$ cat src/include/errt_settings.svh
`ifndef ERRT_SETTINGS_SVH
`define ERRT_SETTINGS_SVH

// Number of receiver lanes sampled per trigger.
`define ERRT_LANES 48
// Width of one signed equalizer error.
`define ERRT_ERR_BITS 8

// Capture memory depth is 2**ERRT_ADDR_BITS words, four per capture.
`define ERRT_ADDR_BITS 6

// Window of sliding-detector flags kept in the flag frame.
`define ERRT_SD_FIRST 8
`define ERRT_SD_COUNT 24

// One memory word and the number of 32-bit chunks it is read back in.
`define ERRT_FRAME_BITS 144
`define ERRT_CHUNKS 5

`endif

$ cat src/rtl/errt_frame_pkg.sv
`include "errt_settings.svh"

package errt_frame_pkg;

	// Error bytes in one error frame, one third of the lanes.
	localparam int ERR_PER_FRAME = `ERRT_LANES / 3;
	localparam int PAD_BITS = `ERRT_FRAME_BITS - ERR_PER_FRAME * `ERRT_ERR_BITS;

	typedef logic signed [`ERRT_ERR_BITS-1:0] err_t;

	// One sample of every lane, taken in the same cycle.
	typedef struct packed {
		err_t [`ERRT_LANES-1:0] err;
		logic [`ERRT_LANES-1:0] prbs;
		logic [`ERRT_LANES-1:0] data;
		logic [`ERRT_LANES-1:0][1:0] sd;
	} lane_sample_t;

	// Error frame. Lane errors sit from bit 0 up, the top 16 bits are zero.
	typedef struct packed {
		logic [PAD_BITS-1:0] pad;
		err_t [ERR_PER_FRAME-1:0] err;
	} err_frame_t;

	// Flag frame: PRBS flags low, data bits above them, detector window on top.
	typedef struct packed {
		logic [`ERRT_SD_COUNT-1:0][1:0] sd;
		logic [`ERRT_LANES-1:0] data;
		logic [`ERRT_LANES-1:0] prbs;
	} flag_frame_t;

	// A stored word is read as an error frame for indexes 0 to 2
	// and as the flag frame for index 3.
	typedef union packed {
		err_frame_t err;
		flag_frame_t flag;
		logic [`ERRT_FRAME_BITS-1:0] raw;
	} capture_word_u;

endpackage

$ cat src/rtl/errt_ctrl_pkg.sv
`include "errt_settings.svh"

package errt_ctrl_pkg;

	localparam int CHUNK_BITS = $clog2(`ERRT_CHUNKS);
	localparam int DBG_DATA_BITS = 32;
	// Fill counts up to the full depth, so it needs one bit more than the address.
	localparam int FILL_BITS = `ERRT_ADDR_BITS + 1;

	// Request levels and pulses from the debug side.
	typedef struct packed {
		logic [`ERRT_ADDR_BITS-1:0] addr;
		logic [CHUNK_BITS-1:0] chunk;
		logic read;
		logic enable;
	} dbg_req_t;

	// Readback data and capture status.
	typedef struct packed {
		logic [DBG_DATA_BITS-1:0] data;
		logic frozen;
		logic [FILL_BITS-1:0] fill;
	} dbg_rsp_t;

	typedef enum logic [1:0] {
		READY = 2'd0,
		STORE = 2'd1,
		DONE = 2'd2
	} capture_state_t;

endpackage

$ cat src/rtl/error_tracker.sv
`include "errt_settings.svh"

module error_tracker (
	input logic clk,
	input logic rstb,
	input logic trigger,
	input logic read,
	input logic enable,
	input logic [`ERRT_ADDR_BITS-1:0] read_addr,
	input errt_frame_pkg::capture_word_u frame,
	output logic snap,
	output logic [1:0] frame_idx,
	output logic mem_we,
	output logic [`ERRT_ADDR_BITS-1:0] mem_addr,
	output logic [`ERRT_FRAME_BITS-1:0] mem_wdata,
	output logic frozen,
	output logic [errt_ctrl_pkg::FILL_BITS-1:0] fill
);

	import errt_ctrl_pkg::*;

	capture_state_t state;
	logic [1:0] frame_cnt;
	logic [`ERRT_ADDR_BITS-1:0] wr_ptr;
	logic last_addr;
	logic last_frame;

	// The write pointer is the low part of the fill count.
	assign wr_ptr = fill[`ERRT_ADDR_BITS-1:0];
	assign last_addr = (wr_ptr == {`ERRT_ADDR_BITS{1'b1}});
	assign last_frame = (frame_cnt == 2'd3);

	// A trigger only counts while idle, so one in STORE is dropped.
	assign snap = (state == READY) && trigger;
	assign frame_idx = frame_cnt;

	// One frame is written on every STORE cycle.
	assign mem_we = (state == STORE);
	assign mem_wdata = frame.raw;

	// Once frozen, the memory port belongs to the debug side.
	assign mem_addr = (state == DONE) ? read_addr : wr_ptr;
	assign frozen = (state == DONE);

	always_ff @(posedge clk or negedge rstb) begin
		if (!rstb) begin
			state <= READY;
			frame_cnt <= '0;
			fill <= '0;
		end else begin
			case (state)
				READY: begin
					if (trigger) begin
						state <= STORE;
					end else if (read) begin
						state <= DONE;
					end
				end
				STORE: begin
					fill <= fill + 1'b1;
					frame_cnt <= frame_cnt + 1'b1;
					// Full memory wins over the end of the capture.
					if (last_addr) begin
						state <= DONE;
					end else if (last_frame) begin
						state <= read ? DONE : READY;
					end
				end
				DONE: begin
					if (enable) begin
						fill <= '0;
						frame_cnt <= '0;
						state <= READY;
					end
				end
				default: begin
					state <= READY;
				end
			endcase
		end
	end

endmodule

$ cat config.mk
export PLATFORM = sky130hd
export DESIGN_NAME = error_tracker
export DESIGN_NICKNAME = d
export VERILOG_FILES = /design/src/rtl/errt_frame_pkg.sv /design/src/rtl/errt_ctrl_pkg.sv /design/src/rtl/error_tracker.sv
export VERILOG_INCLUDE_DIRS = /design/src /design/src/include
export SDC_FILE = /design/constraint.sdc
export NUM_CORES = 1
export LEC_CHECK = 0
export BUFFER_PORTS_ARGS = -buffer_cell sky130_fd_sc_hd__buf_2
export CAP_MARGIN = 15
export CORE_AREA = 8 8 116 118
export CTS_CLUSTER_DIAMETER = 50
export DETAILED_ROUTE_END_ITERATION = 16
export DIE_AREA = 0 0 124 126
export GPL_TIMING_DRIVEN = 0
export PLACE_DENSITY = 0.53
export SETUP_SLACK_MARGIN = 0.3
export SKIP_LAST_GASP = 1
export SLEW_MARGIN = 20
export SYNTH_ARGS = -nofsm -noshare
export SYNTH_HDL_FRONTEND = slang
export SYNTH_SLANG_ARGS = --single-unit
export TNS_END_PERCENT = 50
$ cat constraint.sdc
create_clock -name clk -period 1.16 [get_ports clk]
set_input_delay 0.232 -clock clk [delete_from_list [all_inputs] [get_ports clk]]
set_output_delay 0.232 -clock clk [all_outputs]
set_load 0.005 [all_outputs]
# Word-level counts from Yosys, hierarchy flattened
# Cells that the tools add are included.
dict set report totals {
  register_bits 11
  inputBits 155
  out_inout_bits 162
}
dict set report op_classes {
  addsub 2
  n_eq_ne 7
  muxes 11
  n_reduce_logical 5
}
# operator count
set op_table {}
lappend op_table {{case mux 7 bit (2 select lines)} 1}
lappend op_table {{two-way mux 2 bit} 6}
lappend op_table {{adder 7 x 1 -> 7 bit (second input constant)} 1}
lappend op_table {{two-way mux 7 bit} 1}
lappend op_table {{== test 6 bit (second input constant)} 1}
lappend op_table {{two-way mux 6 bit} 1}
lappend op_table {{case mux 2 bit (3 select lines)} 1}
lappend op_table {{== test 2 bit (second input constant)} 2}
lappend op_table {{case mux 2 bit (2 select lines)} 1}
lappend op_table {{!= test 3 x 1 -> 1 bit (second input constant)} 1}
lappend op_table {{!= test 3 bit (second input constant)} 1}
lappend op_table {{AND reduction 3 bit} 1}
lappend op_table {{adder 2 x 1 -> 2 bit (second input constant)} 1}
lappend op_table {{== test 2 x 1 -> 1 bit (second input constant)} 1}
lappend op_table {{logical NOT 2 bit} 1}
lappend op_table {{!= test 2 bit (second input constant)} 1}
lappend op_table {{AND reduction 2 bit} 1}
lappend op_table {{nonzero test 2 bit} 1}
lappend op_table {{logical AND 1 bit} 1}

# Logic depth before layout (Yosys ltp)
dict set report depth {
  depth_word 4
  ltp_mapped 4
  depth_no_buf 4
}

# Least setup slack after synthesis
# OpenSTA, ideal clock, no wires.
dict set report synth_path {
  path_type {register to output}
  startpoint {reg state[0]}
  endpoint {out mem_addr[0]}
  t_arrival_ns 1.054
  slack_ns -0.126
  path_stages_with_launch 4
  path_cell_list {dfrtp_1 > nor2b_2 > buf_6 > mux2_2}
}
dict set report synth_via {
  elab_chain_cells 2
}
# item line_no
set synth_lines {}
lappend synth_lines {{start: declaration} error_tracker.sv:22} ;# capture_state_t state;
lappend synth_lines {{start signal: assignment} error_tracker.sv:66} ;# state <= read ? DONE : READY;
lappend synth_lines {{== test 2 bit} -}
lappend synth_lines {{via frozen} error_tracker.sv:16} ;# output logic frozen,
lappend synth_lines {{two-way mux 6 bit} error_tracker.sv:42} ;# assign mem_addr = (state == DONE) ? read_addr : wr_ptr;
lappend synth_lines {{end: declaration} error_tracker.sv:14} ;# output logic [`ERRT_ADDR_BITS-1:0] mem_addr,
# The timed path passes the listed nets, and every way through them passes these cells.

# Worst setup path after layout
dict set report layout_path {
  startpoint {reg state[0]}
  endpoint {out mem_addr[0]}
}
dict set report layout_via {
  elab_chain_cells 2
}
# item line_no
set layout_lines {}
lappend layout_lines {{== test 2 bit} error_tracker.sv:42}
lappend layout_lines {{two-way mux 6 bit} error_tracker.sv:42}
# No other way between the ends.

==> results.py <==
metrics = {
    "global_route": {
        "antenna_found_initial": 0,
        "grt_pass1_wl_mm": 10.88,
        "grt.total_usage_pct": 8.620,
        "grt_max_degree": 12,
        "first_global_vias": 2189,
        "grt-ovfl-total": 0,
    },
    "timing": {
        "slew_violations": 0,
        "rsz0062_at_grt": "yes",
        "hold_violations": 0,
        "finalCritPeriodShare_pct": 136.7,
        "setup_violations": 21,
        "fin_ws_ps": -426.1,
        "finalClockSkew_ps": 1.239,
        "max-slew-margin-rel_pct": 81.24,
        "clock.fmax_mhz": 630.5,
        "tns_ps": -4500,
        "finalCriticalPeriod_ps": 1586,
        "worstMarginPinSlew_ps": 277.8,
    },
    "pwr": {
        "leakage_uw": 0.001851,
        "ir_drop_mv": 1.113,
        "powerDensity_mw_per_mm2": 1370,
    },
    "floorplanning": {
        "pin_count": 317,
        "row_count": 40,
        "die_x_um": 124,
        "initial_core_util_pct": 15.19,
        "core-area_mm2": 0.01171,
        "dieArea_mm2": 0.01562,
        "fp.dieH_um": 126,
    },
    "worst_setup_path": {
        "cpPeakStageDelay_ps": 420,
        "r2r_end": "fill[6]$_DFFE_PN0P_",
        "cp-start-kind": "flip-flop",
        "worstSetupPathDepth": 4,
        "worstRegToRegCells": 7,
        "path_cells": "nor2b_4, buf_8, mux2_4, buf_6",
        "worst-r2r-setup-slack_ps": -190,
        "crit_type": "flip-flop to primary output",
        "worst-path-max-fanout": 8,
        "path_delay_family": "flip-flops",
        "end_kind": "primary output",
        "r2r_start": "state[0]$_DFFE_PN0P_",
        "critical_path_arrival_ps": 1350,
        "endpoint": "mem_addr[0]",
        "path_buf_inv": 2,
        "crit_required_ps": 930,
        "critPathLaunch": "state[0]$_DFFE_PN0P_",
        "slowest_stage": "dfrtp_2",
    },
    "synth": {
        "synth.avg_cell_area_um2": 8.432,
        "ys_seq_elements": 11,
        "synth.most_common_cell": "buf_4",
        "synth_edf_count": 0,
        "synth.top_cells.by_count": "buf_4 (144), dfrtp_1 (11), a21oi_1 (9)",
        "ys_seq_area_share_pct": 15.47,
        "synth.top_cell.area_share_pct": 60.76,
        "yosysWarnings": 0,
        "ys_types": 30,
        "synthTopCellsByArea": "buf_4 (61%), dfrtp_1 (15%), mux2_2 (3.8%)",
        "synth_area_leader_cell": "buf_4",
        "syn_area_mm2": 0.001779,
        "synth_cells": 211,
        "ys_async_sr_fraction_pct": 100.0,
        "synth_nets": 368,
        "synth_ff_type": "dfrtp_1",
    },
    "detailed_routing": {
        "finalWirelength_mm": 7.994,
        "dr.pass1.iters": 4,
        "wl_per_cell_um": 14.51,
        "postRouteAntennaNets": 0,
        "vias_per_cell": 3.579,
        "drc_errors": 0,
        "drtIter0Drc": 51,
        "vias": 1972,
    },
    "finish": {
        "area_growth_pct": 79.96,
        "final_nets": 562,
        "fin_cells": 551,
        "fillCellCount": 1287,
        "layout-drive-gt1-share_pct": 88.61,
        "fin_util_pct": 27.34,
        "diodes": 0,
    },
    "status": {
        "outcome": "finished, violations left",
        "violations": "setup timing",
    },
    "clocking": {
        "ctsHtreeMaxLevel": 1,
        "clk_pin_slew_ps": 40,
        "cts_sinks": 11,
        "cts-root-buf": "clkbuf_16",
        "tritoncts": "yes",
        "cts_buffers": 3,
        "cts.path.max_buffers": 2,
        "clock_latency_ps": 240,
    },
    "min_path": {
        "hp-class": "input pin to flip-flop",
    },
    "place": {
        "numPortBuffers": 172,
        "place_congestion": 0.7998,
        "dp.cells": 530,
        "place_ws_ps": -348.2,
        "dp_hpwl_mm": 7.150,
    },
    "job": {
        "max_cap_viol_count": 0,
    },
}
[registers in the layout, summed over array words and instances, names as in the netlist]
signal,cells
state,2
fill,7
frame_idx,2
[worst min-delay path by stage]
stage,startpoint,endpoint,slack (ps),depth (start not counted)
final,read,state[1]$_DFFE_PN0P_,320,3
after global routing,read,state[1]$_DFFE_PN0P_,330,3
after CTS,read,state[1]$_DFFE_PN0P_,330,3
after detailed placement,rstb,fill[3]$_DFFE_PN0P_,130,1
after global placement,rstb,fill[5]$_DFFE_PN0P_,120,1
after floorplan,rstb,fill[0]$_DFFE_PN0P_,-60,0
[cell families (layout without fill, tap and decap cells)]
group           count (synthesis)  after routing  share of synthesized area [%]
compound gates                 18             18                          6.611
xor+xnor                        1              1                         0.4924
fa+ha+maj                       2              2                          1.406
buf+inv                       149            342                          62.80
flops                          11             11                          15.47
mux                            10             10                          6.048
simple gates                   20             20                          7.174
[stage by stage]
stage,instance area (µm²),total power (µW),hold WS [ps]
floorplan,1812,2064,-63.59
global placement,2856,2851,121.4
detailed placement,2856,2895,126.3
CTS,3092,4045,330.7
global route,3202,4680,327.8
finish,3202,4387,320.0
[worst reg2reg max path, stage by stage, from the launching register on]
cell      delay, ps
dfrtp_2         420
buf_4           140
buf_8           130
nand2b_4         80
inv_4            40
buf_4           120
and3_4          170
a211oi_2        160
[final cells by class]
class / instances / area [µm²] / area share, %
plain buffers: 146 / 1111 / 34.70
repair buffers: 189 / 1084 / 33.84
multi-input cells: 51 / 450.4 / 14.07
flip-flops and latches: 11 / 280.3 / 8.753
well taps: 147 / 183.9 / 5.744
clock buffers: 4 / 78.83 / 2.462
inverters: 3 / 13.76 / 0.4299
[placed cells by master, fill, tap and decap left out, drive strengths merged]
cell,synthesis,final
buf,146,333
dfrtp,11,11
a21oi,9,9
mux2,6,6
nor2,6,6
clkbuf,0,5
mux2i,4,4
inv,3,3
nand2,3,3
a211oi,2,2
nand3,2,2
o22ai,2,2
nand4b,2,2
nand2b,2,2
ha,2,2
nor2b,1,1
nor3b,1,1
and4,1,1
and3,1,1
a31oi,1,1
o311ai,1,1
xor2,1,1
a311oi,1,1
or2,1,1
o221ai,1,1
o31ai,1,1
dlygate4sd3,0,1
[per-layer routing]
layer  up-vias  GRT usage, %  part of all wire [%]
met5         -             0                     0
met3         2         3.619                    14
met1       883         7.439                    29
li1        926             -                     -
met2       161         18.01                    57
met4         0        0.5602                  0.10
[power by group]
group          internal (µW)  total (µW)  switching [µW]  leakage (µW)
logic                   1850        2970            1120       0.00168
clock network            462         640             178     0.0000382
registers                551         775             223      0.000135
[what timing repair did]
| action | 4_1_cts | 5_1_grt |
|---|---|---|
| pin swaps | 5 | 3 |
| endpoints found under the setup margin | 29 | 29 |
| hold buffers | 1 | 0 |
| buffers inserted | 9 | 6 |
| gates cloned | 0 | 1 |
| endpoints found under the hold margin | 11 | 0 |
| resized for setup | 16 | 8 |
(Power assumes the default switching activity.)
