File: src/include/errt_settings.svh
`ifndef ERRT_SETTINGS_SVH
`define ERRT_SETTINGS_SVH

// Number of receiver lanes sampled per trigger.
`define ERRT_LANES 48
// Width of one signed equalizer error.
`define ERRT_ERR_BITS 8

// Capture memory depth is 2**ERRT_ADDR_BITS words, four per capture.
`define ERRT_ADDR_BITS 6

// Window of sliding-detector flags kept in the flag frame.
`define ERRT_SD_FIRST 8
`define ERRT_SD_COUNT 24

// One memory word and the number of 32-bit chunks it is read back in.
`define ERRT_FRAME_BITS 144
`define ERRT_CHUNKS 5

`endif

File: src/rtl/errt_ctrl_pkg.sv
`include "errt_settings.svh"

package errt_ctrl_pkg;

	localparam int CHUNK_BITS = $clog2(`ERRT_CHUNKS);
	localparam int DBG_DATA_BITS = 32;
	// Fill counts up to the full depth, so it needs one bit more than the address.
	localparam int FILL_BITS = `ERRT_ADDR_BITS + 1;

	// Request levels and pulses from the debug side.
	typedef struct packed {
		logic [`ERRT_ADDR_BITS-1:0] addr;
		logic [CHUNK_BITS-1:0] chunk;
		logic read;
		logic enable;
	} dbg_req_t;

	// Readback data and capture status.
	typedef struct packed {
		logic [DBG_DATA_BITS-1:0] data;
		logic frozen;
		logic [FILL_BITS-1:0] fill;
	} dbg_rsp_t;

	typedef enum logic [1:0] {
		READY = 2'd0,
		STORE = 2'd1,
		DONE = 2'd2
	} capture_state_t;

endpackage

File: src/rtl/debug_readout.sv
`include "errt_settings.svh"

module debug_readout (
	input logic clk,
	input logic rstb,
	input logic [errt_ctrl_pkg::CHUNK_BITS-1:0] chunk,
	input logic [`ERRT_FRAME_BITS-1:0] word,
	output logic [errt_ctrl_pkg::DBG_DATA_BITS-1:0] data
);

	import errt_ctrl_pkg::*;

	localparam int TAIL_BITS = `ERRT_FRAME_BITS - (`ERRT_CHUNKS - 1) * DBG_DATA_BITS;

	logic [CHUNK_BITS-1:0] chunk_q;

	// Delay the index by one cycle so it meets the registered read word.
	always_ff @(posedge clk or negedge rstb) begin
		if (!rstb) begin
			chunk_q <= '0;
		end else begin
			chunk_q <= chunk;
		end
	end

	always_comb begin
		if (chunk_q < CHUNK_BITS'(`ERRT_CHUNKS - 1)) begin
			data = word[DBG_DATA_BITS * chunk_q +: DBG_DATA_BITS];
		end else if (chunk_q == CHUNK_BITS'(`ERRT_CHUNKS - 1)) begin
			// Short last chunk, left aligned.
			data = {word[`ERRT_FRAME_BITS-1 -: TAIL_BITS], {(DBG_DATA_BITS - TAIL_BITS){1'b0}}};
		end else begin
			data = '0;
		end
	end

endmodule

File: config.mk
export PLATFORM = sky130hd
export DESIGN_NAME = debug_readout
export DESIGN_NICKNAME = d
export VERILOG_FILES = /design/src/rtl/errt_ctrl_pkg.sv /design/src/rtl/debug_readout.sv
export VERILOG_INCLUDE_DIRS = /design/src /design/src/include
export SDC_FILE = /design/constraint.sdc
export NUM_CORES = 1
export LEC_CHECK = 0
export BUFFER_PORTS_ARGS = -buffer_cell sky130_fd_sc_hd__buf_2
export CAP_MARGIN = 20
export CORE_AREA = 2 2 71 73
export CTS_CLUSTER_SIZE = 24
export DETAILED_ROUTE_END_ITERATION = 10
export DIE_AREA = 0 0 73 75
export PLACE_DENSITY = 0.73
export SYNTH_ARGS = -nofsm -noshare
export SYNTH_HDL_FRONTEND = slang
export SYNTH_SLANG_ARGS = --single-unit
File: constraint.sdc
create_clock -name clk -period 2.6 [get_ports clk]
set_input_delay 0.26 -clock clk [delete_from_list [all_inputs] [get_ports clk]]
set_output_delay 0.26 -clock clk [all_outputs]
set_load 0.05 [all_outputs]
# Yosys cells after proc, flatten, opt, wreduce, memory -nomap -nowiden
# Index checks and enable logic that the tools add are counted.
[word_totals] input_bits=149 regBits=3 output_inout_bits=32
[op_classes] n_eq_ne=1 shift=1 order_cmp=1 mux=2
[ops] cell="variable part select 144 x 9 -> 32 bit" count=1
[ops] cell="2-to-1 mux 32 bit" count=2
[ops] cell="equality test 3 bit, second input constant" count=1
[ops] cell="< comparator 3 bit, second input constant" count=1

# Logic depth before layout (Yosys ltp)
# Gate-level depths: netlist (run 1).
[depth] depth_word=3 ltp_mapped=6

# Worst setup path before layout (run 1)
# Ideal clock, no wire load.
[synth_path] kind="register -> output" start="register chunk_q[2]" end="output data[29] (netlist bit)" setup_slack_ns=0.318 arrival_ns=2.022 stages_incl_launch_ff=6 n_path_buf=3 path_cell_list="dfrtp_1 buf_6 nand2b_1 clkbuf_2 buf_4 o21ai_0"
[synth_via] elab_chain_len=3 elab_cells_between_ends=5 classes_between="1 x order compare; 1 x eq/ne; 1 x shift; 2 x mux"
[synth_lines] element="from (decl)" line_no="debug_readout.sv:15" source="logic [CHUNK_BITS-1:0] chunk_q;"
[synth_lines] element="from (signal assigned)" line_no="debug_readout.sv:22" source="chunk_q <= chunk;"
[synth_lines] element="branches (longest 2 deep; another with variable part select 144 x 9 -> 32 bit)"
[synth_lines] element="2-to-1 mux 32 bit *" line_no="debug_readout.sv:27" source="if (chunk_q < CHUNK_BITS'(`ERRT_CHUNKS - 1)) begin"
[synth_lines] element="to (decl)" line_no="debug_readout.sv:8" source="output logic [errt_ctrl_pkg::DBG_DATA_BITS-1:0] data"
# Mark *: on every way between the ends.

# Worst setup path in the final report (run 1)
[layout_path] start="register chunk_q[0]" end="output data[4] (netlist bit)"
[layout_via] elab_chain_len=2 elab_cells_between_ends=3 classes_between="1 x order compare; 1 x shift; 1 x mux"
[layout_lines] element="variable part select 144 x 9 -> 32 bit / < comparator 3 bit (equally long branches)" line_no="debug_readout.sv:28, debug_readout.sv:27"
[layout_lines] element="2-to-1 mux 32 bit *" line_no="debug_readout.sv:27"
# Mark *: on every way between the ends. The rest lies on a longest branch, timed or not.

==> results.md, run 1 <==
- First-pass GRT wire length: 7420 um
- Final Critical Period: 2280 ps
- Hold Path Class: in2reg
- DP Area: 0.00216 sq mm
- RSZ-0062 raised after global routing: false
- Width of the chip: 73 um
- Vias: 1757
- Share of the synthesized area in the top cell type: 28.9%
- Longest Clk Path Bufs: 2
- Grt ovf: 0
- Post-CTS sizing: 0
- Worst hold path cell count: 1
- Max stage delay on crit path: 670 ps
- Fraction of registers with async set/reset: 100%
- GRT Total Usage: 17.2%
- Core ar.: 0.00466 sq mm
- Max-Cap Viols: 0
- CP max FO: 19
- FMAX: 438 MHz
- Post-synth EDFFs: 0
- Top flop regs: chunk_q x3
- Nets: 446
- Worst path arrival time: 2020 ps
- CTS tree: done
- Largest net degree at the start of global routing: 20
- Final period utilization: 87.9%
- Worst Setup Start Kind: flip-flop
- Post-route cell area: 0.00221 sq mm
- Hpwl dp: 4280 um
- Endpoints failing setup: 0
- Gpl congestion: 0.849
- I/O Pins: 181
- Fin. Hold Viols: 0
- Area grow syn2layout: 77.4%
- Max VDD drop: 0.263 mV
- Leak pwr: 0.00121 uW
- Number of global-route vias before repair: 1691
- Overall routed net length: 5140 um
- Clock-pin slew on the worst setup and hold paths: 30 ps
- Most frequent cells after synthesis: mux4_2, nor2b_1, mux2i_1, a221o_1, nor2_1
- Status: finished, final reports clean
- Ys Warns: 0
- Setup TNS: 0 ps
- Htree depth: 1
- Least-Margin Pin Slew: 731 ps
- Clk sinks: 3
- WL/cell: 14.7 um
- DRC: 0
- Worst Hold End: chunk_q[2]
- Post-CTS Setup Inserts: 0
- Port bufs: 180
- CP startpoint: chunk_q[0]
- Crit path cell chain: buf_12 -> mux4_2 -> nor2b_1 -> buf_2
- Post-synthesis net count: 268
- Hold_sp: chunk[2]
- Delay-heaviest family, CP: flip-flops
- Primary FF master, synth: dfrtp_1
- Largest reg by FF count: chunk_q
- DIE HEIGHT: 75 um
- Cell row count: 25
- Root Buffer: clkbuf_8
- Yosys top cell by area: mux4_2
- Synth cell types: 24
- #FFs+latches synth: 3
- Crit path kind: reg2out
- WP buf/inv: 2
- Synth area leaders: mux4_2, mux2i_1, mux2_2
- Synthesized area: 0.00125 sq mm
- Die area: 0.00548 sq mm
- CP required: 2340 ps
- Max-slew headroom: 51.2%
- Post-route ant nets: 0
- Detailed Routing Iterations Pass 1: 4
- CP max-delay cell: dfrtp_2
- Post-Syn Instances: 119
- Register area share after synthesis: 6.02%
- Slew Limit Fails: 0
- Avg Synthesized Cell Area: 10.5 sq um
- Num CTS Buffers: 3
- # diodes: 0
- CP Capture Type: output pin
- Starting density of the core: 26.8%
- Pwr/cell area: 304 mW/mm^2
- Max reg flops: 3
- Initial DRC Count: 72
- Vias per inst: 5.02
- Initial antenna violation count: 0
- Share of layout cells above drive strength 1: 74.7%
[power breakdown]
| part | total [uW] | leakage, uW | internal [uW] | switching (uW) |
|---|---|---|---|---|
| clock network | 140 | 0.0000228 | 105 | 35.1 |
| registers | 58.3 | 0.0000340 | 49.5 | 8.82 |
| logic | 474 | 0.00115 | 212 | 262 |
| total | 673 | 0.00121 | 366 | 306 |
[through the flow]
| step | setup slack [ps] | utilization (%) | power (uW) | hold WS (ps) | std cells |
|---|---|---|---|---|---|
| after floorplan | 318 | - | 375 | -35.6 | 119 |
| after global placement | 559 | 46.3 | 527 | 57.0 | 345 |
| after detailed placement | 529 | 46.3 | 533 | 58.5 | 345 |
| after CTS | 293 | 47.5 | 679 | 140 | 350 |
| after global routing | 192 | 47.5 | 714 | 144 | 350 |
| final | 315 | 47.5 | 673 | 145 | 350 |
[per-layer routing]
metal	vias to the layer above	track usage (%)	share of wire (%)
met5	-	0	0
li1	828	-	-
met1	816	17.7	34
met4	0	5.14	0.72
met2	109	34.5	57
met3	4	3.35	7.8
[repair_timing]
item / CTS / global route
endpoints found under the hold margin: 3 / 0
hold buffers: 1 / 0
endpoints found under the setup margin: 0 / 0
[kinds of logic (layout without fill, tap and decap cells)]
kind of cell	Yosys count	in the layout	synth area share [%]
AOI/OAI and AO/OA	19	19	13.8
buffers and inverters	15	192	9.63
DFF	3	3	6.02
muxes	47	47	55.4
and+or+nand+nor	35	35	15.1
[area by class of cell]
type / instances / area (sq um)
Tap cell: 54 / 67.6
Multi-Input combinational cell: 101 / 1050
Clock buffer: 4 / 45.0
Timing Repair Buffer: 187 / 968
Sequential cell: 3 / 76.3
Fill cell: 455 / 2450
Inverter: 1 / 3.75
[layout by cell type (no fill, tap or decap)]
cell type / instances
buf_2: 180
mux4_2: 16
nor2b_1: 16
mux2i_1: 15
nor2_1: 14
a221o_1: 14
mux2_2: 13
buf_4: 5
mux2_1: 3
clkbuf_8: 3
dfrtp_1: 2
nand2_1: 1
nand2b_1: 1
inv_1: 1
o22a_1: 1
nor3b_1: 1
a21oi_1: 1
o22ai_1: 1
nor3b_2: 1
nor2_2: 1
a22oi_1: 1
o21ai_0: 1
dfrtp_2: 1
clkbuf_1: 1
dlygate4sd3_1: 1
buf_12: 1
[how the worst max path moves through the flow]
stage | end | cells past startpoint
6_report | data[4] | 4
5_1_grt | data[9] | 4
4_1_cts | data[4] | 4
3_5_place_dp | data[10] | 4
3_3_place_gp | data[4] | 4
2_1_floorplan | data[29] | 5
(Power assumes the default switching activity.)
==> run 2, diff against run 1 <==
- CTS_CLUSTER_DIAMETER: default -> 100
- clock period: 2.6 -> 3 ns (I/O delays scaled with it)
==> run 2 against run 1 <==
  * Power decreased by 14%
  * First-iteration DRC count is 47% lower
  * Sequential share of layout area about the same
  * Largest power group unchanged
  * Highest routed layer unchanged
==> results.md, run 2 (synthesis gave the netlist of run 1 again) <==
- Status: finished, final reports clean
- Crit path kind: reg2out
- Hold Path Class: in2reg
- CP Capture Type: output pin
- FMAX: 412 MHz
- DIE HEIGHT: 75 um (unchanged)
- Endpoints failing setup: 0 (unchanged)
- CP required: 2700 ps (+360 ps)
- GRT Total Usage: 16.9% (-0.25 points)
- Switching pwr: 261 uW (-15%)
- Nets: 446 (unchanged)
- Post-CTS sizing: 0 (unchanged)
- Largest net degree at the start of global routing: 23 (+15%)
- Port bufs: 180 (unchanged)
- CTS Hold Buffers Added: 1 (unchanged)
- Grt ovf: 0 (unchanged)
- Width of the chip: 73 um (unchanged)
- Top flop regs: chunk_q x3
- Leak pwr: 0.00121 uW (-0.31%)
- Post-Place Setup Slack: 738 ps (+209 ps)
- Setup ws final: 570 ps (+255 ps)
- Number of global-route vias before repair: 1708 (+1.0%)
- Root Buffer: clkbuf_8
- Cell row count: 25 (unchanged)
- Sw Share: 45.3% (-0.20 points)
- Most common cell after layout, fill and taps aside: buf_2
- Pint: 315 uW (-14%)
- CP max-delay cell: dfrtp_2
- Setup TNS: 0 ps (unchanged)
- RSZ-0062 raised after global routing: false
- Num CTS Buffers: 3 (unchanged)
- Max VDD drop: 0.281 mV (+6.8%)
- Max stage delay on crit path: 750 ps (+80 ps)
- Max-Cap Viols: 0 (unchanged)
- Post-CTS Setup Inserts: 0 (unchanged)
- CTS tree: done
- Die area: 0.00548 sq mm (unchanged)
- I/O Pins: 181 (unchanged)
- Least-Margin Pin Slew: 688 ps (-44.0 ps)
- # diodes: 0 (unchanged)
- Core ar.: 0.00466 sq mm (unchanged)
- Area grow syn2layout: 76.4%
- CP max FO: 22 (+3)
- Worst path arrival time: 2130 ps (+110 ps)
- Detailed Routing Iterations Pass 1: 4 (unchanged)
- Hpwl dp: 4240 um (-0.86%)
- Fin. Hold Viols: 0 (unchanged)
- Largest reg by FF count: chunk_q
- Gpl congestion: 0.771 (-9.2%)
- DRC: 0 (unchanged)
- Crit path cell chain: buf_4 -> mux2i_1 -> nor2_1 -> a221o_1 -> buf_2
- Share of layout cells above drive strength 1: 74.7% (unchanged)
- Vias: 1718 (-2.2%)
- Worst Setup Start Kind: flip-flop
- Hold_sp: chunk[1]
- Clock-pin slew on the worst setup and hold paths: 30 ps (about the same)
- Flop pwr share: 8.9% (+0.2 points)
- Combinational Power Share: 70.6% (about the same)
- Worst Hold End: chunk_q[1]
- Clock share of power: 20.5% (-0.3 points)
- Vias per inst: 4.91 (-2.2%)
- Pwr/cell area: 262 mW/mm^2 (-14%)
- Longest Clk Path Bufs: 2 (unchanged)
- WL/cell: 14.2 um (-3.4%)
- Final period utilization: 81.0%
- Max reg flops: 3 (unchanged)
- Worst hold path cell count: 1 (unchanged)
- Commonest non-fill, non-tap cells in the layout: buf_2, mux4_2, nor2b_1
- First-pass GRT wire length: 7410 um (about the same)
- Starting density of the core: 26.8% (unchanged)
- Htree depth: 1 (unchanged)
- Overall routed net length: 4960 um (-3.4%)
- Clk sinks: 3 (unchanged)
- Post-route ant nets: 0 (unchanged)
- Final Critical Period: 2430 ps
- Max-slew headroom: 54.1% (+2.9 points)
- Slew Limit Fails: 0 (unchanged)
- Initial DRC Count: 38 (-47%)
- Initial antenna violation count: 0 (unchanged)
run 2: cell counts in the layout (fill, tap and decap cells not counted):
Identical to the previous run, type by type.
run 2: area by class of cell:
class | count | area, sq um
Clock buffer | 4 | 45.0
Fill cell | 463 | 2460
Inverter | 1 | 3.75
Multi-Input combinational cell | 101 | 1050
Sequential cell | 3 | 76.3
Tap cell | 54 | 67.6
Timing Repair Buffer | 187 | 956
run 2: worst max-delay path by stage:
stage                          start  endpoint  depth (start not counted)
final                     chunk_q[0]  data[31]                          5
after global routing      chunk_q[0]  data[31]                          5
after CTS                 chunk_q[0]  data[31]                          5
after detailed placement  chunk_q[0]  data[31]                          5
after global placement    chunk_q[0]  data[26]                          5
after floorplan           chunk_q[2]  data[29]                          5
run 2: power groups by stage:
stage	Clock, uW	Sequential [uW]	Combinational (uW)
3_5_place_dp	0	52.3	408
6_report	118	51.2	407
3_3_place_gp	0	51.8	403
4_1_cts	120	51.8	410
5_1_grt	125	52.8	433
2_1_floorplan	0	44.6	281
run 2: metrics by stage:
step	util, %	total power, uW	instance area (sq um)	hold slack, ps	cells
2_1_floorplan	-	325	1250	4.41	119
3_3_place_gp	46.0	455	2150	97.2	345
6_report	47.2	576	2200	190	350
5_1_grt	47.2	612	2200	190	350
3_5_place_dp	46.0	460	2150	97.0	345
4_1_cts	47.2	582	2200	186	350
run 2: layer usage:
layer | up-vias | share of wire (%) | GRT usage (%)
li1 | 826 | - | -
met1 | 789 | 36 | 18.3
met2 | 95 | 55 | 32.5
met3 | 8 | 7.8 | 3.61
met4 | 0 | 1.3 | 5.56
met5 | - | 0 | 0
run 2: critical path, delay by kind of cell (launching register included):
kind,cells,cell delay [ps]
DFF,1,750
buffers and inverters,2,600
AOI/OAI and AO/OA,1,280
muxes,1,220
and+or+nand+nor,1,50
