## src/include/errt_settings.svh

```systemverilog
`ifndef ERRT_SETTINGS_SVH
`define ERRT_SETTINGS_SVH

// Number of receiver lanes sampled per trigger.
`define ERRT_LANES 48
// Width of one signed equalizer error.
`define ERRT_ERR_BITS 8

// Capture memory depth is 2**ERRT_ADDR_BITS words, four per capture.
`define ERRT_ADDR_BITS 6

// Window of sliding-detector flags kept in the flag frame.
`define ERRT_SD_FIRST 8
`define ERRT_SD_COUNT 24

// One memory word and the number of 32-bit chunks it is read back in.
`define ERRT_FRAME_BITS 144
`define ERRT_CHUNKS 5

`endif

```

## src/rtl/errt_frame_pkg.sv

```systemverilog
`include "errt_settings.svh"

package errt_frame_pkg;

	// Error bytes in one error frame, one third of the lanes.
	localparam int ERR_PER_FRAME = `ERRT_LANES / 3;
	localparam int PAD_BITS = `ERRT_FRAME_BITS - ERR_PER_FRAME * `ERRT_ERR_BITS;

	typedef logic signed [`ERRT_ERR_BITS-1:0] err_t;

	// One sample of every lane, taken in the same cycle.
	typedef struct packed {
		err_t [`ERRT_LANES-1:0] err;
		logic [`ERRT_LANES-1:0] prbs;
		logic [`ERRT_LANES-1:0] data;
		logic [`ERRT_LANES-1:0][1:0] sd;
	} lane_sample_t;

	// Error frame. Lane errors sit from bit 0 up, the top 16 bits are zero.
	typedef struct packed {
		logic [PAD_BITS-1:0] pad;
		err_t [ERR_PER_FRAME-1:0] err;
	} err_frame_t;

	// Flag frame: PRBS flags low, data bits above them, detector window on top.
	typedef struct packed {
		logic [`ERRT_SD_COUNT-1:0][1:0] sd;
		logic [`ERRT_LANES-1:0] data;
		logic [`ERRT_LANES-1:0] prbs;
	} flag_frame_t;

	// A stored word is read as an error frame for indexes 0 to 2
	// and as the flag frame for index 3.
	typedef union packed {
		err_frame_t err;
		flag_frame_t flag;
		logic [`ERRT_FRAME_BITS-1:0] raw;
	} capture_word_u;

endpackage

```

## src/rtl/frame_packer.sv

```systemverilog
`include "errt_settings.svh"

module frame_packer (
	input logic clk,
	input logic rstb,
	input logic snap,
	input errt_frame_pkg::lane_sample_t lanes,
	input logic [1:0] frame_idx,
	output errt_frame_pkg::capture_word_u frame
);

	import errt_frame_pkg::*;

	lane_sample_t sample;
	err_frame_t err_frame;
	flag_frame_t flag_frame;

	// Hold the sample for the four cycles it takes to store it.
	always_ff @(posedge clk or negedge rstb) begin
		if (!rstb) begin
			sample <= '0;
		end else if (snap) begin
			sample <= lanes;
		end
	end

	// Error frame for the lane group named by frame_idx.
	always_comb begin
		err_frame.pad = '0;
		for (int i = 0; i < ERR_PER_FRAME; i++) begin
			err_frame.err[i] = sample.err[ERR_PER_FRAME * frame_idx + i];
		end
	end

	always_comb begin
		flag_frame.prbs = sample.prbs;
		flag_frame.data = sample.data;
		// Only the detector window is kept.
		for (int i = 0; i < `ERRT_SD_COUNT; i++) begin
			flag_frame.sd[i] = sample.sd[`ERRT_SD_FIRST + i];
		end
	end

	// The last frame of a capture carries the flags.
	always_comb begin
		if (frame_idx == 2'd3) begin
			frame.flag = flag_frame;
		end else begin
			frame.err = err_frame;
		end
	end

endmodule

```

## config.mk

```make
export PLATFORM = sky130hd
export DESIGN_NAME = frame_packer
export DESIGN_NICKNAME = d
export VERILOG_FILES = /design/src/rtl/errt_frame_pkg.sv /design/src/rtl/frame_packer.sv
export VERILOG_INCLUDE_DIRS = /design/src /design/src/include
export SDC_FILE = /design/constraint.sdc
export NUM_CORES = 1
export LEC_CHECK = 0
export BUFFER_PORTS_ARGS = -buffer_cell sky130_fd_sc_hd__buf_2
export CAP_MARGIN = 25
export CORE_AREA = 5 5 282 284
export CTS_CLUSTER_DIAMETER = 80
export DETAILED_ROUTE_END_ITERATION = 6
export DIE_AREA = 0 0 287 289
export HOLD_SLACK_MARGIN = 0.08
export PLACE_DENSITY_LB_ADDON = 0.1
export SYNTH_ARGS = -nofsm -noshare
export SYNTH_HDL_FRONTEND = slang
export SYNTH_SLANG_ARGS = --single-unit
```

## constraint.sdc

```tcl
create_clock -name clk -period 1 [get_ports clk]
set_input_delay 0.1 -clock clk [delete_from_list [all_inputs] [get_ports clk]]
set_output_delay 0.1 -clock clk [all_outputs]
set_load 0.03 [all_outputs]
```

Yosys cells after proc, flatten, opt, wreduce, memory -nomap -nowiden --
Index checks and enable logic that the tools add are counted.
Storage, ports and cells: flip-flop bits (word level) 528, output and inout port bits 144, bits of input ports 581
Operators by class: multiplexer cells 33, equality and inequality tests 1, order comparisons 16, add/subtract/negate cells 15
Operators with widths (count):
- 8-bit binary-select mux with 6-bit select | 15
- 144-bit 2-to-1 mux | 1
- 8-bit 2-to-1 mux | 16
- 7-bit less-than comparator (second input constant) | 15
- 6-bit by 4-bit adder with 7-bit output (second input constant) | 8
- 6-bit by 3-bit adder with 7-bit output (second input constant) | 4
- 8-bit binary-select mux with 2-bit select | 1
- 6-bit by 2-bit adder with 7-bit output (second input constant) | 2
- 6-bit by 1-bit adder with 7-bit output (second input constant) | 1
- 6-bit by 7-bit less-than comparator with 1-bit output (second input constant) | 1
- 2-bit equality test (second input constant) | 1

Logic depth before layout (Yosys ltp) --
Gate-level depths: netlist (run 1).
word-level depth 4, depth in mapped cells 4

Worst setup path after synthesis (run 1) --
No wires, ideal clock.
path kind input -> output, start input frame_idx[0], end output frame[100] (netlist name), data required time 0.900 ns, cell stages on the path 4, arrival 1.146 ns, path slack -0.246 ns, buffers on the path 3, cell sequence buf_6 -> buf_6 -> buf_6 -> mux4_2
RTL lines:
- start: declaration | RTL line frame_packer.sv:8 | input logic [1:0] frame_idx,
- end: declaration | RTL line frame_packer.sv:9 | output errt_frame_pkg::capture_word_u frame

==> results of run 1 <==
[how the worst max path moves through the flow]
stage,endpoint,cells after the start
final,frame[56],2
after global routing,frame[46],2
after CTS,frame[46],2
after detailed placement,frame[103],4
after global placement,frame[103],4
after floorplan,frame[100],4
[what timing repair did]
item	CTS	global route
pin swaps	0	0
gates resized for setup	303	16
hold buffers	536	2
endpoints found under the hold margin	1056	23
cloned	0	1
buffers inserted	16	10
endpoints found under the setup margin	144	557
[state kept, by name, summed over array words and instances (netlist names)]
signal	cells
sample	384
flag_frame	144
[cells by family after synthesis]
logic type | share of synthesized area, %
muxes | 39.0
DFF | 58.4
buffers and inverters | 2.17
and+or+nand+nor | 0.442
[placed cells by master (no fill, tap or decap), drive strengths merged]
master        instances
and3                 16
bufinv                1
clkinv                9
mux2                528
clkinvlp              1
dlymetal6s4s          1
diode                20
clkbuf               98
inv                   6
mux4                128
dlygate4sd3         534
dfrtp               528
buf                 823
[worst max-delay path, stage by stage (launching register included)]
cell	delay, ps
dfrtp_1	410
mux4_2	520
buf_6	160
[area by class of cell]
type / count / area (µm²) / share of cell area (%)
clock buffer: 96 / 1880 / 5.08
antenna: 20 / 50.0 / 0.135
tap: 1040 / 1300 / 3.51
sequential: 528 / 13200 / 35.6
clock inverter: 17 / 198 / 0.533
timing repair buffer: 1360 / 11400 / 30.8
multi-input combinational: 672 / 9030 / 24.3
[stage by stage]
stage          util [%]  std cells  hold slack, ps  instance area, µm²  total power [mW]
2_1_floorplan         -       1291            -196               23000              30.8
3_3_place_gp       37.0       3042           -50.5               28400              34.8
3_5_place_dp       37.0       3042           -45.3               28400              34.9
4_1_cts            48.1       3707            86.4               37000              61.7
5_1_grt            48.3       3730            54.7               37100              63.4
6_report           48.3       3733            81.2               37100              60.7
[routing by layer]
metal | GRT usage (%) | part of all wire, %
met1 | 21.5 | 38
met2 | 32.8 | 52
met3 | 4.81 | 6.0
met4 | 6.42 | 3.3
met5 | 0 | 0.051
[where the power goes]
| group | leakage (nW) | total, mW | switching (mW) | internal [mW] |
|---|---|---|---|---|
| Sequential | 6.17 | 24.8 | 1.26 | 23.5 |
| Combinational | 9.16 | 12.8 | 5.36 | 7.46 |
| Clock | 1.02 | 23.1 | 9.58 | 13.5 |
==> results.ini, run 1 <==
[clock_tree]
cts_tree=yes
clkSlewWorstSetupHoldPaths_ps=50
htreeDepth=3
clock-sinks=528
insertion_delay_ps=590
cts_root_buffer=clkbuf_16
numCtsBuffers=66
cts_buffer_depth=3

[floorplan]
fp-row-count=102
core_um2=76800
die_x_um=287
ios=725
dieArea_um2=82900
die_h_um=289
start_util_pct=29.5

[critical_path]
cp_max_fo=2
worstPathRequired_ps=900
reg2reg_from=sample[223]
worstSetupPathType=register to primary output
worstReg2RegEnd=sample[223]
reg2regPathDepth=3
cp.arrival_ps=1690
crit_start=flag_frame[56]
start_kind=register
cp-end-kind=primary output
reg2reg_setup_slack_ps=-10

[yosys]
avgSynthCellArea_um2=17.5
synthArstFlopShare_pct=100
synth_ff_type=dfrtp_1
synthDistinctLibCells=8
ys_warn_count=0
synth.top_cell.area_share_pct=58.4
synth_top_area_cell=dfrtp_1
synth_common_cells=dfrtp_1, mux2_2, mux4_2, buf_2, and3_1
seq_area_frac_synth_pct=58.4
synthesis.nets=1872
netlist_instances=1291
yosys-top-cells-area=dfrtp_1, mux2_2, mux4_2, buf_2, and3_1
synth_edf_count=0
synth_seq_cells=528
syn_area_um2=22600

[power]
vdd_drop_max_mv=0.909
leakage_nw=16.3
powerDensity_nw_per_um2=1640

[timing]
rsz0062_at_grt=true
finalCriticalPeriod_ps=1790
max_freq_mhz=559
finalClockSkew_ps=0
finalSetupTns_ps=-101580
setup_violations=163
hold_viol_final=0
fin_crit_sh_pct=179
slew_headroom_pct=52.3
worst_slack_ps=-790
drv_slew=0
worst_pin_slew_ps=713

[detailed_routing]
dr.pass1.iters=4
wl_per_cell_um=20.9
drtIter0Drc=480
ant_nets=0
vias=16700
vias_per_cell=4.48
drcViolationCount=0
finalWirelength_um=78200

[place]
pre_cts_ws_ps=-476
gp_congestion=0.836
dpl.hpwl_um=58300
port_buffers=676

[min_path]
holdCritPathClass=input pin to register
worstHoldStart=snap
hold_end=sample[343]
hold_path_depth=4

[global_route]
grt_pass1_vias=19400
grt_pass1_wl_um=117000
grt-ovfl-total=0
grt_use_total_pct=18.4
grt_max_degree=44
antenna_found_initial=22

[final_layout]
drive_above_1_share_pct=59.6
final_nets=3209
fillers=6788
area_growth_pct=64.0

[status]
status=finished with violations
violations=negative setup slack

[job]
cap_violations=0

(Power assumes the default switching activity.)
==> run 2, diff against run 1 <==
--- a/config.mk
+++ b/config.mk
@@ -13,6 +13,7 @@
 export DETAILED_ROUTE_END_ITERATION = 6
 export DIE_AREA = 0 0 287 289
 export HOLD_SLACK_MARGIN = 0.08
+export MAX_ROUTING_LAYER = met4
 export PLACE_DENSITY_LB_ADDON = 0.1
 export SYNTH_ARGS = -nofsm -noshare
 export SYNTH_HDL_FRONTEND = slang
==> run 2 against run 1 <==
Effect of this change: the run still ends with negative setup slack left; register-to-register slack barely moved; non-clock buffer count did not move; largest cell class unchanged; sequential share of layout area barely moved; wire length fell by 0.20%; sequential cell count did not move; clock power barely moved; critical path depth did not move.
==> results.ini, run 2 (same netlist as run 1, synthesis figures left out) <==
[critical_path]
cp.arrival_ps=1700
cp-end-kind=primary output
critical_path.max_stage_delay_ps=520
path_cells=mux4_2 > buf_6
cp_slowest_cell=mux4_2
worstPathRequired_ps=900
cp_num_buf_inv=1
start_kind=register
cp_top_family=multiplexers
worstSetupPathType=register to primary output
cp_max_fo=2

[global_route]
use_met3_pct=4.48
antenna_found_initial=23
use_met1_pct=21.8
grt-ovfl-total=0
met2_usage_pct=32.9
grt_use_total_pct=18.9
grt_pass1_wl_um=117000
busiest_layer=met2
grt_pass1_vias=19400
grt_max_degree=44

[detailed_routing]
ant_nets=0
drcViolationCount=0
dr.pass1.iters=4
drtIter0Drc=504
vias=16700
vias_per_cell=4.46
wl_per_cell_um=20.9
finalWirelength_um=78000

[power]
clock_power_share_pct=38.0
leakage_nw=16.3
cell_internal_pwr_mw=44.5
vdd_drop_max_mv=0.909
swShare_pct=26.7
powerDensity_nw_per_um2=1630
power_frac_seq_pct=40.9
p_sw_mw=16.2
combPwrFrac_pct=21.1
p_total_mw=60.6

[timing]
hold_viol_final=0
drv_slew=0
rsz0062_at_grt=true
worst_slack_ps=-800
finalClockSkew_ps=0
worst_pin_slew_ps=702
holdWs_ps=80.6
slew_headroom_pct=53.0
fin_crit_sh_pct=180
setup_violations=162
max_freq_mhz=556
finalCriticalPeriod_ps=1800

[place]
dp_cells=3042
dpl.hpwl_um=58300
gp_congestion=0.849
port_buffers=676
placed_area_um2=28400

[floorplan]
die_h_um=289
ios=725
die_x_um=287
fp-row-count=102
start_util_pct=29.5
core_um2=76800
dieArea_um2=82900

[final_layout]
finish.utilization_pct=48.3
area_growth_pct=64.0
largest_register_ffs=384
fin_area_um2=37100
drive_above_1_share_pct=59.6
final_nets=3209
final_cells=3738
final_common_cell=dlygate4sd3_1
final_cell_mix=dlygate4sd3_1, buf_2, dfrtp_1, mux2_2, buf_6
regMostFlops=sample

[status]
violations=negative setup slack
status=finished with violations

[clock_tree]
cts_root_buffer=clkbuf_16
cts_buffer_depth=3
clock-sinks=528
cts_tree=yes
clkSlewWorstSetupHoldPaths_ps=60
htreeDepth=3
insertion_delay_ps=590
numCtsBuffers=66

[min_path]
holdCritPathClass=input pin to register

[job]
cap_violations=0

run 2: cell types whose count changed in the layout (fill, tap and decap cells not counted):
| cell | before | now |
|---|---|---|
| diode_2 | 20 | 25 |
run 2: repair_timing:
action                                 in CTS  in global routing
gates cloned                                0                  1
resized for setup                         303                 16
hold buffers                              536                  2
buffers inserted                           16                 10
endpoints found under the hold margin    1056                 23
setup endpoints to repair                 144                557
run 2: worst min-delay path, stage by stage:
cell and delay [ps]:
buf_8 100, buf_12 130, buf_12 140, mux2_2 150
run 2: layout make-up:
cell class | count | area (µm²)
diodes | 25 | 62.6
flip-flops and latches | 528 | 13200
well taps | 1040 | 1300
multi-input cells | 672 | 9030
clock buffers | 96 | 1880
clock inverters | 17 | 198
fillers | 6787 | 39700
repair buffers | 1360 | 11400
run 2: power by group through the flow:
stage / clock [mW] / combinational (mW) / sequential (mW)
after detailed placement: 0 / 9.77 / 25.2
final: 23.1 / 12.8 / 24.8
after CTS: 24.0 / 12.9 / 24.8
after floorplan: 0 / 6.23 / 24.5
after global placement: 0 / 9.64 / 25.2
after global routing: 24.8 / 13.6 / 25.0
run 2: layer usage:
| metal | vias to the layer above | share of wire [%] |
|---|---|---|
| li1 | 7578 | - |
| met1 | 8444 | 39 |
| met2 | 519 | 52 |
| met3 | 137 | 5.8 |
| met4 | 0 | 3.2 |
| met5 | - | 0 |
run 2: worst paths after layout:
check / cells past startpoint / slack, ps / start / to
min in group asynchronous: 3 / 110 / rstb / sample[199]
max in group asynchronous: 3 / -210 / rstb / sample[443]
worst max-delay path: 2 / -800 / flag_frame[46] / frame[46]
worst min-delay path: 4 / 80 / snap / sample[209]
worst max register to register: 3 / -10 / sample[223] / sample[223]
worst min register to register: 1 / 500 / sample[572] / sample[572]
run 2: per-stage QoR:
step / TNS (ps) / setup slack [ps]
2_1_floorplan: -21300 / -194
3_3_place_gp: -102040 / -480
3_5_place_dp: -104640 / -476
4_1_cts: -231130 / -869
5_1_grt: -113670 / -867
6_report: -101490 / -800
==> run 3, diff against run 2 <==
--- a/config.mk
+++ b/config.mk
@@ -15,6 +15,7 @@
 export HOLD_SLACK_MARGIN = 0.08
 export MAX_ROUTING_LAYER = met4
 export PLACE_DENSITY_LB_ADDON = 0.1
+export SKIP_LAST_GASP = 1
 export SYNTH_ARGS = -nofsm -noshare
 export SYNTH_HDL_FRONTEND = slang
 export SYNTH_SLANG_ARGS = --single-unit
==> run 3 against run 2 <==
Effect of this change: the run still ends with negative setup slack left; highest routed layer unchanged; register-to-register slack barely moved; via count barely moved; first-iteration DRC count fell by 3.4%; global-route usage did not move; cell area barely moved; critical path depth did not move.
==> results.ini, run 3 (same netlist as run 1, synthesis figures left out) <==
[status]
status=finished with violations
violations=negative setup slack

[floorplan]
die_x_um=287
start_util_pct=29.5
core_um2=76800
dieArea_um2=82900
die_h_um=289
ios=725
fp-row-count=102

[critical_path]
reg2reg_from=sample[223]
reg2reg_setup_slack_ps=-10
worstSetupPathType=register to primary output
critical_path.max_stage_delay_ps=520
start_kind=register
cp_max_fo=2
cp-end-kind=primary output
cp_top_family=multiplexers
cp_num_buf_inv=1
cp.arrival_ps=1700
path_cells=mux4_2 > buf_6
cp_slowest_cell=mux4_2
worstReg2RegEnd=sample[223]
reg2regPathDepth=3
worstPathRequired_ps=900

[final_layout]
final_cell_mix=dlygate4sd3_1, buf_2, dfrtp_1, mux2_2, buf_6
finish.utilization_pct=48.3
area_growth_pct=64.0
fin_area_um2=37100
largest_register_ffs=384
final_nets=3209
regMostFlops=sample
drive_above_1_share_pct=59.6
final_common_cell=dlygate4sd3_1

[place]
port_buffers=676
gp_congestion=0.849
placed_area_um2=28400
dpl.hpwl_um=58300

[clock_tree]
clkSlewWorstSetupHoldPaths_ps=60
cts_tree=yes
cts_buffer_depth=3
cts_root_buffer=clkbuf_16
clock-sinks=528
numCtsBuffers=66
insertion_delay_ps=590
htreeDepth=3

[power]
powerDensity_nw_per_um2=1630
vdd_drop_max_mv=0.910
leakage_nw=16.3
power_frac_seq_pct=40.9
swShare_pct=26.7
clock_power_share_pct=38.0
combPwrFrac_pct=21.1
p_sw_mw=16.2
cell_internal_pwr_mw=44.5

[timing]
fin_crit_sh_pct=180
hold_viol_final=0
max_freq_mhz=555
drv_slew=0
finalClockSkew_ps=0
slew_headroom_pct=53.1
worst_slack_ps=-803
worst_pin_slew_ps=701
setup_violations=162
finalCriticalPeriod_ps=1800
rsz0062_at_grt=true

[min_path]
hold_end=sample[209]
holdCritPathClass=input pin to register
hold_path_depth=4
worstHoldStart=snap

[global_route]
grt_max_degree=44
antenna_found_initial=23
grt-ovfl-total=0
grt_pass1_vias=19400
grt_use_total_pct=18.9
grt_pass1_wl_um=117000

[detailed_routing]
ant_nets=0
finalWirelength_um=78100
drtIter0Drc=487
wl_per_cell_um=20.9
vias_per_cell=4.46
dr.pass1.iters=4
dr_wl_met3_um=4700
wl_met2_um=40800
drcViolationCount=0
met1_length_um=30100
vias=16700
top_layer_used=met4

[job]
cap_violations=0

## run 3: cell counts in the layout (fill, tap and decap cells not counted)
Identical to the previous run, type by type.
## run 3: through the flow
| step | worst slack (ps) | cells | power, mW | TNS [ps] | hold WS [ps] |
|---|---|---|---|---|---|
| final | -803 | 3738 | 60.6 | -101550 | 81.7 |
| after global routing | -867 | 3735 | 63.4 | -113680 | 54.2 |
| after CTS | -869 | 3707 | 61.7 | -231130 | 86.4 |
| after detailed placement | -476 | 3042 | 34.9 | -104640 | -45.3 |
| after global placement | -480 | 3042 | 34.8 | -102040 | -50.5 |
| after floorplan | -194 | 1291 | 30.8 | -21300 | -196 |
## run 3: power by group through the flow
stage               Combinational [mW]  Sequential (mW)  Clock (mW)
floorplan                         6.23             24.5           0
global placement                  9.64             25.2           0
detailed placement                9.77             25.2           0
CTS                               12.9             24.8        24.0
global route                      13.6             25.0        24.8
finish                            12.8             24.8        23.0
## run 3: tightest hold or removal path: stages
cell and delay, ps:
buf_8 110, buf_12 130, buf_12 140, mux2_2 150
## run 3: timing repair
item / CTS / global route
cloned: 0 / 1
resized for setup: 303 / 14
hold buffers: 536 / 2
endpoints found under the hold margin: 1056 / 23
setup buffers: 16 / 10
setup endpoints to repair: 144 / 557
## run 3: layout make-up
class,instances,area [µm²]
diodes,25,62.6
multi-input cells,672,9020
well taps,1040,1300
fillers,6788,39700
flip-flops and latches,528,13200
clock inverters,17,198
repair buffers,1360,11400
clock buffers,96,1880
## run 3: how the worst max path moves through the flow
stage / slack [ps] / depth (start not counted) / end / start
finish: -800 / 2 / frame[46] / flag_frame[46]
global route: -870 / 2 / frame[46] / flag_frame[46]
global placement: -480 / 4 / frame[103] / frame_idx[0]
floorplan: -190 / 4 / frame[100] / frame_idx[0]
detailed placement: -480 / 4 / frame[103] / frame_idx[0]
CTS: -870 / 2 / frame[46] / flag_frame[46]
## run 3: routing by layer
layer / vias to the layer above / track usage [%]
li1: 7579 / -
met1: 8442 / 21.8
met2: 532 / 32.9
met3: 137 / 4.48
met4: 0 / 6.27
met5: - / -
